## src/verilog/sched_cfg_pkg.sv

```systemverilog
package sched_cfg_pkg;

    // fixed port geometry
    localparam int num_ports = 16;  // input queues per egress port
    localparam int cfg_w     = 3;   // config word bits
    localparam int data_w    = 32;  // packet word bits

    // one config word per port
    // sp mode reads it as a priority, wrr mode reads it as a weight
    // 0 masks the port in either mode
    typedef union packed {
        logic [cfg_w-1:0] prio;    // higher wins
        logic [cfg_w-1:0] weight;  // packets per round
    } port_cfg_u;

    // port 0 in the low bits
    typedef port_cfg_u [num_ports-1:0] port_cfg_arr_t;

endpackage

```

## src/verilog/sched_ctrl_pkg.sv

```systemverilog
package sched_ctrl_pkg;

    // index of one of the num_ports queues
    localparam int sel_w = 4;

    // idle waits for a pick, xfer pops the granted queue until eop
    typedef enum logic {
        s_idle = 1'b0,
        s_xfer = 1'b1
    } sched_state_e;

endpackage

```

## src/verilog/grant_fsm.sv

```systemverilog
`timescale 1ns/1ns

module grant_fsm (
    input  logic                                clk,
    input  logic                                rst,
    input  logic                                sp0_wrr1,
    input  logic [sched_cfg_pkg::num_ports-1:0] eop,
    input  logic                                pick_valid,
    input  logic [sched_ctrl_pkg::sel_w-1:0]    pick_port,
    output logic [sched_ctrl_pkg::sel_w-1:0]    select,
    output logic [sched_cfg_pkg::num_ports-1:0] next_data,
    output logic                                busy,
    output logic                                grant_stb,
    output logic                                wrr_mode
);

    import sched_cfg_pkg::*;
    import sched_ctrl_pkg::*;

    sched_state_e state;
    sched_state_e state_nxt;

    logic grant;  // pick accepted this cycle
    logic done;   // last word of the granted packet

    // picks are only looked at while idle
    assign grant = (state == s_idle) && pick_valid;
    assign done  = (state == s_xfer) && eop[select];

    always_comb begin
        state_nxt = state;
        case (state)
            s_idle: begin
                if (grant) begin
                    state_nxt = s_xfer;
                end
            end
            s_xfer: begin
                if (done) begin
                    state_nxt = s_idle;  // always one idle cycle after a packet
                end
            end
            default: begin
                state_nxt = s_idle;
            end
        endcase
    end

    always_ff @(posedge clk) begin
        if (rst) begin
            state <= s_idle;
        end else begin
            state <= state_nxt;
        end
    end

    // grant side registers
    always_ff @(posedge clk) begin
        if (rst) begin
            select    <= '0;
            next_data <= '0;
            grant_stb <= 1'b0;
            wrr_mode  <= 1'b0;
        end else begin
            grant_stb <= grant;  // first xfer cycle only
            if (grant) begin
                select    <= pick_port;
                next_data <= num_ports'(1) << pick_port;  // one-hot pop level
                wrr_mode  <= sp0_wrr1;  // mode the pick was made in
            end else if (done) begin
                next_data <= '0;  // select holds its value
            end
        end
    end

    assign busy = (state == s_xfer);

endmodule

```

## src/verilog/port_picker.sv

```systemverilog
`timescale 1ns/1ns

module port_picker (
    input  logic                                sp0_wrr1,
    input  logic [sched_cfg_pkg::num_ports-1:0] ready,
    input  sched_cfg_pkg::port_cfg_arr_t        port_cfg,
    input  logic [sched_cfg_pkg::num_ports-1:0] credit_nz,
    input  logic [sched_ctrl_pkg::sel_w-1:0]    rr_ptr,
    output logic                                pick_valid,
    output logic [sched_ctrl_pkg::sel_w-1:0]    pick_port,
    output logic                                pick_reload
);

    import sched_cfg_pkg::*;
    import sched_ctrl_pkg::*;

    logic [cfg_w-1:0]     best_prio;
    logic [sel_w-1:0]     sp_port;
    logic [num_ports-1:0] eligible;    // ready with nonzero weight
    logic [num_ports-1:0] has_credit;
    logic [num_ports-1:0] scan_mask;
    logic                 round_done;  // nobody eligible has credit left
    logic                 wrr_found;
    logic [sel_w-1:0]     wrr_port;
    logic [sel_w-1:0]     idx;

    // strict compare keeps the lowest index on a tie
    always_comb begin
        best_prio = '0;
        sp_port   = '0;
        for (int j = 0; j < num_ports; j++) begin
            if (ready[j] && (port_cfg[j].prio > best_prio)) begin
                best_prio = port_cfg[j].prio;
                sp_port   = sel_w'(j);
            end
        end
    end

    always_comb begin
        for (int j = 0; j < num_ports; j++) begin
            eligible[j] = ready[j] && (port_cfg[j].weight != '0);
        end
    end

    assign has_credit = eligible & credit_nz;
    assign round_done = (has_credit == '0) && (eligible != '0);
    assign scan_mask  = round_done ? eligible : has_credit;  // on reload all weighted ports count

    // rotating search from rr_ptr with the index wrapping at sel_w bits
    always_comb begin
        wrr_found = 1'b0;
        wrr_port  = '0;
        idx       = '0;
        for (int k = 0; k < num_ports; k++) begin
            idx = rr_ptr + sel_w'(k);
            if (!wrr_found && scan_mask[idx]) begin
                wrr_found = 1'b1;
                wrr_port  = idx;
            end
        end
    end

    assign pick_valid  = sp0_wrr1 ? wrr_found : (best_prio != '0);
    assign pick_port   = sp0_wrr1 ? wrr_port : sp_port;
    assign pick_reload = sp0_wrr1 && round_done;

endmodule

```

## src/verilog/wrr_credit.sv

```systemverilog
`timescale 1ns/1ns

module wrr_credit (
    input  logic                                clk,
    input  logic                                rst,
    input  sched_cfg_pkg::port_cfg_arr_t        port_cfg,
    input  logic                                wrr_mode,
    input  logic                                grant_stb,
    input  logic [sched_ctrl_pkg::sel_w-1:0]    select,
    input  logic                                pick_reload,
    output logic [sched_cfg_pkg::num_ports-1:0] credit_nz,
    output logic [sched_ctrl_pkg::sel_w-1:0]    rr_ptr
);

    import sched_cfg_pkg::*;
    import sched_ctrl_pkg::*;

    logic [cfg_w-1:0] credit [num_ports];  // packets left this round
    logic             reload_q;

    // grant_stb comes one cycle after the grant edge, by then the
    // granted queue may have dropped ready, so keep the reload seen at the edge
    always_ff @(posedge clk) begin
        if (rst) begin
            reload_q <= 1'b0;
        end else begin
            reload_q <= pick_reload;
        end
    end

    always_ff @(posedge clk) begin
        if (rst) begin
            for (int j = 0; j < num_ports; j++) begin
                credit[j] <= '0;
            end
            rr_ptr <= '0;
        end else if (grant_stb && wrr_mode) begin
            for (int j = 0; j < num_ports; j++) begin
                if (reload_q) begin
                    // the winner already spends one of the new round
                    if (sel_w'(j) == select) begin
                        credit[j] <= port_cfg[j].weight - cfg_w'(1);
                    end else begin
                        credit[j] <= port_cfg[j].weight;
                    end
                end else if ((sel_w'(j) == select) && (credit[j] != '0)) begin
                    credit[j] <= credit[j] - cfg_w'(1);
                end
            end
            rr_ptr <= select + sel_w'(1);  // next search starts past the winner
        end
    end

    always_comb begin
        for (int j = 0; j < num_ports; j++) begin
            credit_nz[j] = |credit[j];
        end
    end

endmodule

```

## src/verilog/egress_mux.sv

```systemverilog
`timescale 1ns/1ns

module egress_mux (
    input  logic                                                     clk,
    input  logic                                                     rst,
    input  logic                                                     busy,
    input  logic [sched_ctrl_pkg::sel_w-1:0]                         select,
    input  logic [sched_cfg_pkg::num_ports-1:0][sched_cfg_pkg::data_w-1:0] data_in,
    input  logic [sched_cfg_pkg::num_ports-1:0]                      eop,
    output logic [sched_cfg_pkg::data_w-1:0]                         out_data,
    output logic                                                     out_valid,
    output logic                                                     out_eop
);

    // qualifiers stay low on idle cycles
    always_ff @(posedge clk) begin
        if (rst) begin
            out_valid <= 1'b0;
            out_eop   <= 1'b0;
        end else begin
            out_valid <= busy;
            out_eop   <= busy && eop[select];
        end
    end

    // payload only moves while a packet is in flight
    always_ff @(posedge clk) begin
        if (busy) begin
            out_data <= data_in[select];
        end
    end

endmodule

```

## src/verilog/out_sched_top.sv

```systemverilog
`timescale 1ns/1ns

module out_sched_top (
    input  logic                                                     clk,
    input  logic                                                     rst,
    input  logic                                                     sp0_wrr1,
    input  logic [sched_cfg_pkg::num_ports-1:0]                      ready,
    input  logic [sched_cfg_pkg::num_ports-1:0]                      eop,
    input  logic [sched_cfg_pkg::num_ports-1:0][sched_cfg_pkg::data_w-1:0] data_in,
    input  sched_cfg_pkg::port_cfg_arr_t                             port_cfg,
    output logic [sched_ctrl_pkg::sel_w-1:0]                         select,
    output logic [sched_cfg_pkg::num_ports-1:0]                      next_data,
    output logic                                                     busy,
    output logic [sched_cfg_pkg::data_w-1:0]                         out_data,
    output logic                                                     out_valid,
    output logic                                                     out_eop
);

    import sched_cfg_pkg::*;
    import sched_ctrl_pkg::*;

    logic                 pick_valid;
    logic [sel_w-1:0]     pick_port;
    logic                 pick_reload;
    logic [num_ports-1:0] credit_nz;
    logic [sel_w-1:0]     rr_ptr;
    logic                 grant_stb;
    logic                 wrr_mode;  // mode latched at grant

    port_picker u_picker (
        .sp0_wrr1    (sp0_wrr1),
        .ready       (ready),
        .port_cfg    (port_cfg),
        .credit_nz   (credit_nz),
        .rr_ptr      (rr_ptr),
        .pick_valid  (pick_valid),
        .pick_port   (pick_port),
        .pick_reload (pick_reload)
    );

    grant_fsm u_fsm (
        .clk        (clk),
        .rst        (rst),
        .sp0_wrr1   (sp0_wrr1),
        .eop        (eop),
        .pick_valid (pick_valid),
        .pick_port  (pick_port),
        .select     (select),
        .next_data  (next_data),
        .busy       (busy),
        .grant_stb  (grant_stb),
        .wrr_mode   (wrr_mode)
    );

    wrr_credit u_credit (
        .clk         (clk),
        .rst         (rst),
        .port_cfg    (port_cfg),
        .wrr_mode    (wrr_mode),
        .grant_stb   (grant_stb),
        .select      (select),
        .pick_reload (pick_reload),
        .credit_nz   (credit_nz),
        .rr_ptr      (rr_ptr)
    );

    egress_mux u_egress (
        .clk       (clk),
        .rst       (rst),
        .busy      (busy),
        .select    (select),
        .data_in   (data_in),
        .eop       (eop),
        .out_data  (out_data),
        .out_valid (out_valid),
        .out_eop   (out_eop)
    );

endmodule

```

## config.mk

```make
export PLATFORM = sky130hd
export DESIGN_NAME = out_sched_top
export DESIGN_NICKNAME = d
export VERILOG_FILES = /design/src/verilog/sched_cfg_pkg.sv /design/src/verilog/sched_ctrl_pkg.sv /design/src/verilog/grant_fsm.sv /design/src/verilog/port_picker.sv /design/src/verilog/wrr_credit.sv /design/src/verilog/egress_mux.sv /design/src/verilog/out_sched_top.sv
export SDC_FILE = /design/constraint.sdc
export NUM_CORES = 1
export LEC_CHECK = 0
export ABC_AREA = 1
export BUFFER_PORTS_ARGS = -buffer_cell sky130_fd_sc_hd__buf_2
export CAP_MARGIN = 30
export CORE_AREA = 2 2 252 254
export DETAILED_ROUTE_END_ITERATION = 8
export DIE_AREA = 0 0 254 256
export PLACE_DENSITY = 0.44
export SETUP_SLACK_MARGIN = 0.15
export SLEW_MARGIN = 20
export SYNTH_ARGS = -nofsm -noshare
export SYNTH_HDL_FRONTEND = slang
export SYNTH_SLANG_ARGS = --single-unit
```

## constraint.sdc

```tcl
create_clock -name clk -period 42.3 [get_ports clk]
set_input_delay 4.23 -clock clk [delete_from_list [all_inputs] [get_ports clk]]
set_output_delay 4.23 -clock clk [all_outputs]
set_load 0.01 [all_outputs]
```

==> run_results.csv <==
group,metric,value,unit
status,status,"finished, final reports clean",
hold_path,min_path_type,"register to register",
clock_tree,htree_levels,3,
worst_setup_path,crit_family,"simple AND/OR/NAND/NOR gates",
worst_setup_path,critical-path-slowest-cell,"nor3_1",
route,drtIter0Drc,1459,
route,drt_pass1_iterations,6,
sta,period_minus_slack,23.34,ns
sta,period_share,0.552,
clock_tree,clock-sinks,110,
yosys,syn_nets,3001,
layout,drive_above_1_share,0.285,
yosys,synth-edff-count,80,
route,post_drt_wl_per_cell,24.4,um
power_and_ir_drop,pwr-share-clk,0.132,
floorplan,dieArea,65000,um^2
power_and_ir_drop,intPower,0.342,mW
clock_tree,postCtsHoldBufs,0,
yosys,synthArstFlopShare,0,
global_route,antenna_found_initial,44,
yosys,yosysWarnings,0,
yosys,synthTopCellsByCount,"nand2_1, nor2_1, o21ai_0",
sta,fin_tns_setup,0,ns
global_route,grt_usage,0.272,
power_and_ir_drop,p_switching,0.424,mW
sta,fin_skew,0.0135,ns
sta,clock.fmax,0.0428,GHz
clock_tree,cts_buffers,9,
power_and_ir_drop,ir_drop,0.0254,mV
route,final_antenna_net_count,0,
yosys,synth_seq_cells,110,
global_route,grt_max_degree,179,
power_and_ir_drop,power,0.765,mW
route,drc_errors,0,
worst_setup_path,critical_path_arrival,23.68,ns
place,place_hpwl,74.8,mm
power_and_ir_drop,pwr-share-comb,0.659,
power_and_ir_drop,p_leak,8.95,nW
clock_tree,cts_tree,"done",
clock_tree,cts_max_path_buffers,2,
sta,grt_setup_unrepaired,"false",
floorplan,num_rows,92,
sta,setup_viol,0,
yosys,synth_flop_cell,"edfxtp_1",
clock_tree,root_buffer,"clkbuf_16",
floorplan,start_util,0.229,
sta,tightestPinTransition,0.993,ns
worst_setup_path,path_depth,117,
route,vias,18901,
worst_setup_path,rr_worst_depth,38,
clock_tree,postCtsSetupRepairBufs,0,
sta,hold_violations,0,
power_and_ir_drop,p_seq_frac,0.209,
route,drt_wl_total,91.0,mm
floorplan,die_x,254,um
worst_setup_path,cp-end-kind,"register",
floorplan,die_height,256,um
worst_setup_path,cp_num_buf_inv,17,
floorplan,coreArea,62400,um^2
worst_setup_path,cp_common_cell,"ha_1",
run,cap_violations,0,
global_route,grt_pass1_vias,18584,
clock_tree,ctsResizeCount,0,
sta,maxSlewViolCount,0,
worst_setup_path,r2r-end,"u_fsm.next_data[13]$_SDFFE_PP0P_",
worst_setup_path,critPathMaxFanout,9,
clock_tree,clk_pin_slew,0.09,ns
place,port_buffers,649,
yosys,synth_area,14300,um^2
clock_tree,insertion_delay,0.41,ns
power_and_ir_drop,power.density,41.0,nW/um^2
sta,slew_headroom,0.331,
yosys,synth.top_cell.area_share,0.168,
worst_setup_path,critPathCapture,"u_fsm.next_data[7]$_SDFFE_PP0P_",
place,gp_congestion,1.01,
worst_setup_path,required,42.64,ns
yosys,ys_seq_area_frac,0.210,
yosys,synth.top_cells.by_area,"edfxtp_1, o21ai_0, nand2_1, nor2_1, ha_1",
global_route,grt_pass1_wl,128,mm
yosys,synth_top_area_cell,"edfxtp_1",
floorplan,ios,650,
worst_setup_path,cp-start-kind,"input port",
yosys,synth_cell_types,54,
power_and_ir_drop,swShare,0.553,
layout,area_growth,30.5,%
route,via_per_inst,5.07,
worst_setup_path,critPathLaunch,"port_cfg[0]",
global_route,grt-ovfl-total,0,
worst_setup_path,r2r_setup_slack,35.39,ns
yosys,synth_cells,2310,
worst_setup_path,path_class,"input port to register",
yosys,synth_area_per_cell,6.19,um^2
worst_setup_path,reg2reg_from,"u_credit.rr_ptr[0]$_SDFFE_PP0P_",
layout,fin_nets,3554,
worst_setup_path,slowest_delay,0.45,ns
[registers in the layout (all words and copies together) (netlist names)]
| register | flops |
|---|---|
| u_credit.credit | 48 |
| u_credit.reload_q | 1 |
| u_credit.rr_ptr | 4 |
| u_egress.out_data | 32 |
| u_egress.out_eop | 1 |
| u_egress.out_valid | 1 |
| u_fsm.busy | 1 |
| u_fsm.grant_stb | 1 |
| u_fsm.next_data | 16 |
| u_fsm.select | 4 |
| u_fsm.wrr_mode | 1 |
[layout by cell type, fill, tap and decap left out, drive strengths merged, types with 3 or more instances in the layout]
cell type / n
nor2: 382
nand2: 415
a21oi: 90
clkinv: 4
o211ai: 17
o21ai: 371
diode: 16
o21a: 5
o21bai: 3
edfxtp: 80
inv: 267
ha: 96
nand3: 110
or2: 11
dfxtp: 30
nor3: 18
clkbuf: 13
nor4: 13
a31oi: 4
a2111oi: 3
xor2: 26
nand4: 49
o221ai: 5
buf: 669
mux2i: 3
o22ai: 167
[how the worst min path moves through the flow]
stage	cells after the start	slack [ns]	start	endpoint
floorplan	2	0.44	u_fsm.wrr_mode$_SDFFE_PP0P_	u_fsm.wrr_mode$_SDFFE_PP0P_
global placement	2	0.45	u_fsm.wrr_mode$_SDFFE_PP0P_	u_fsm.wrr_mode$_SDFFE_PP0P_
detailed placement	2	0.45	u_fsm.wrr_mode$_SDFFE_PP0P_	u_fsm.wrr_mode$_SDFFE_PP0P_
CTS	2	0.47	u_fsm.wrr_mode$_SDFFE_PP0P_	u_fsm.wrr_mode$_SDFFE_PP0P_
global route	2	0.50	u_fsm.wrr_mode$_SDFFE_PP0P_	u_fsm.wrr_mode$_SDFFE_PP0P_
finish	2	0.47	u_fsm.wrr_mode$_SDFFE_PP0P_	u_fsm.wrr_mode$_SDFFE_PP0P_
[worst reg2reg max path: cells and delay by family, from the launching register on]
kind | cells | cell delay, ns
AND/OR/NAND/NOR | 22 | 2.64
buffers and inverters | 9 | 1.47
AO/OA/AOI/OAI | 6 | 1.22
flip-flops | 1 | 0.80
adder cells (fa/ha/maj) | 1 | 0.71
[power by group through the flow]
| stage | logic [mW] | clock network [mW] | registers (mW) |
|---|---|---|---|
| finish | 0.505 | 0.101 | 0.160 |
| detailed placement | 0.500 | 0 | 0.163 |
| global route | 0.554 | 0.108 | 0.162 |
| CTS | 0.502 | 0.106 | 0.160 |
| global placement | 0.497 | 0 | 0.163 |
| floorplan | 0.299 | 0 | 0.160 |
[per-layer routing]
metal / vias to the layer above / global-route usage / share of wire
li1: 9008 / - / -
met5: - / 0 / 0.00074
met2: 782 / 0.466 / 0.48
met1: 8989 / 0.340 / 0.42
met3: 112 / 0.0494 / 0.063
met4: 10 / 0.0899 / 0.029
[cells by family (layout without fill, tap and decap cells)]
| group | after synthesis | after routing | synth area share |
|---|---|---|---|
| compound gates | 674 | 674 | 0.263 |
| xor+xnor | 26 | 26 | 0.0159 |
| fa+ha+maj | 96 | 96 | 0.0841 |
| buf+inv | 396 | 954 | 0.108 |
| flops | 110 | 110 | 0.210 |
| mux | 5 | 5 | 0.00368 |
| other cells | 0 | 16 | 0 |
| simple gates | 1003 | 1003 | 0.315 |
[metrics by stage]
| stage | utilization | area [um^2] | cells | hold slack [ns] | setup slack (ns) |
|---|---|---|---|---|---|
| after floorplan | - | 14300 | 2310 | 0.439 | 21.17 |
| after global routing | 0.299 | 18600 | 3728 | 0.497 | 17.21 |
| after global placement | 0.292 | 18200 | 3691 | 0.452 | 19.30 |
| after detailed placement | 0.292 | 18200 | 3692 | 0.454 | 18.68 |
| after CTS | 0.298 | 18600 | 3708 | 0.470 | 19.07 |
| final | 0.299 | 18700 | 3730 | 0.467 | 18.96 |
[final cells by class]
type / count / area, um^2
diodes: 16 / 40.0
clock buffers: 10 / 250
clock inverters: 6 / 70.1
fillers: 7229 / 43700
inverters: 265 / 1000
multi-input cells: 1804 / 9770
flip-flops and latches: 110 / 3010
well taps: 846 / 1060
repair buffers: 673 / 3450
Power figures use the tool's default switching activity.
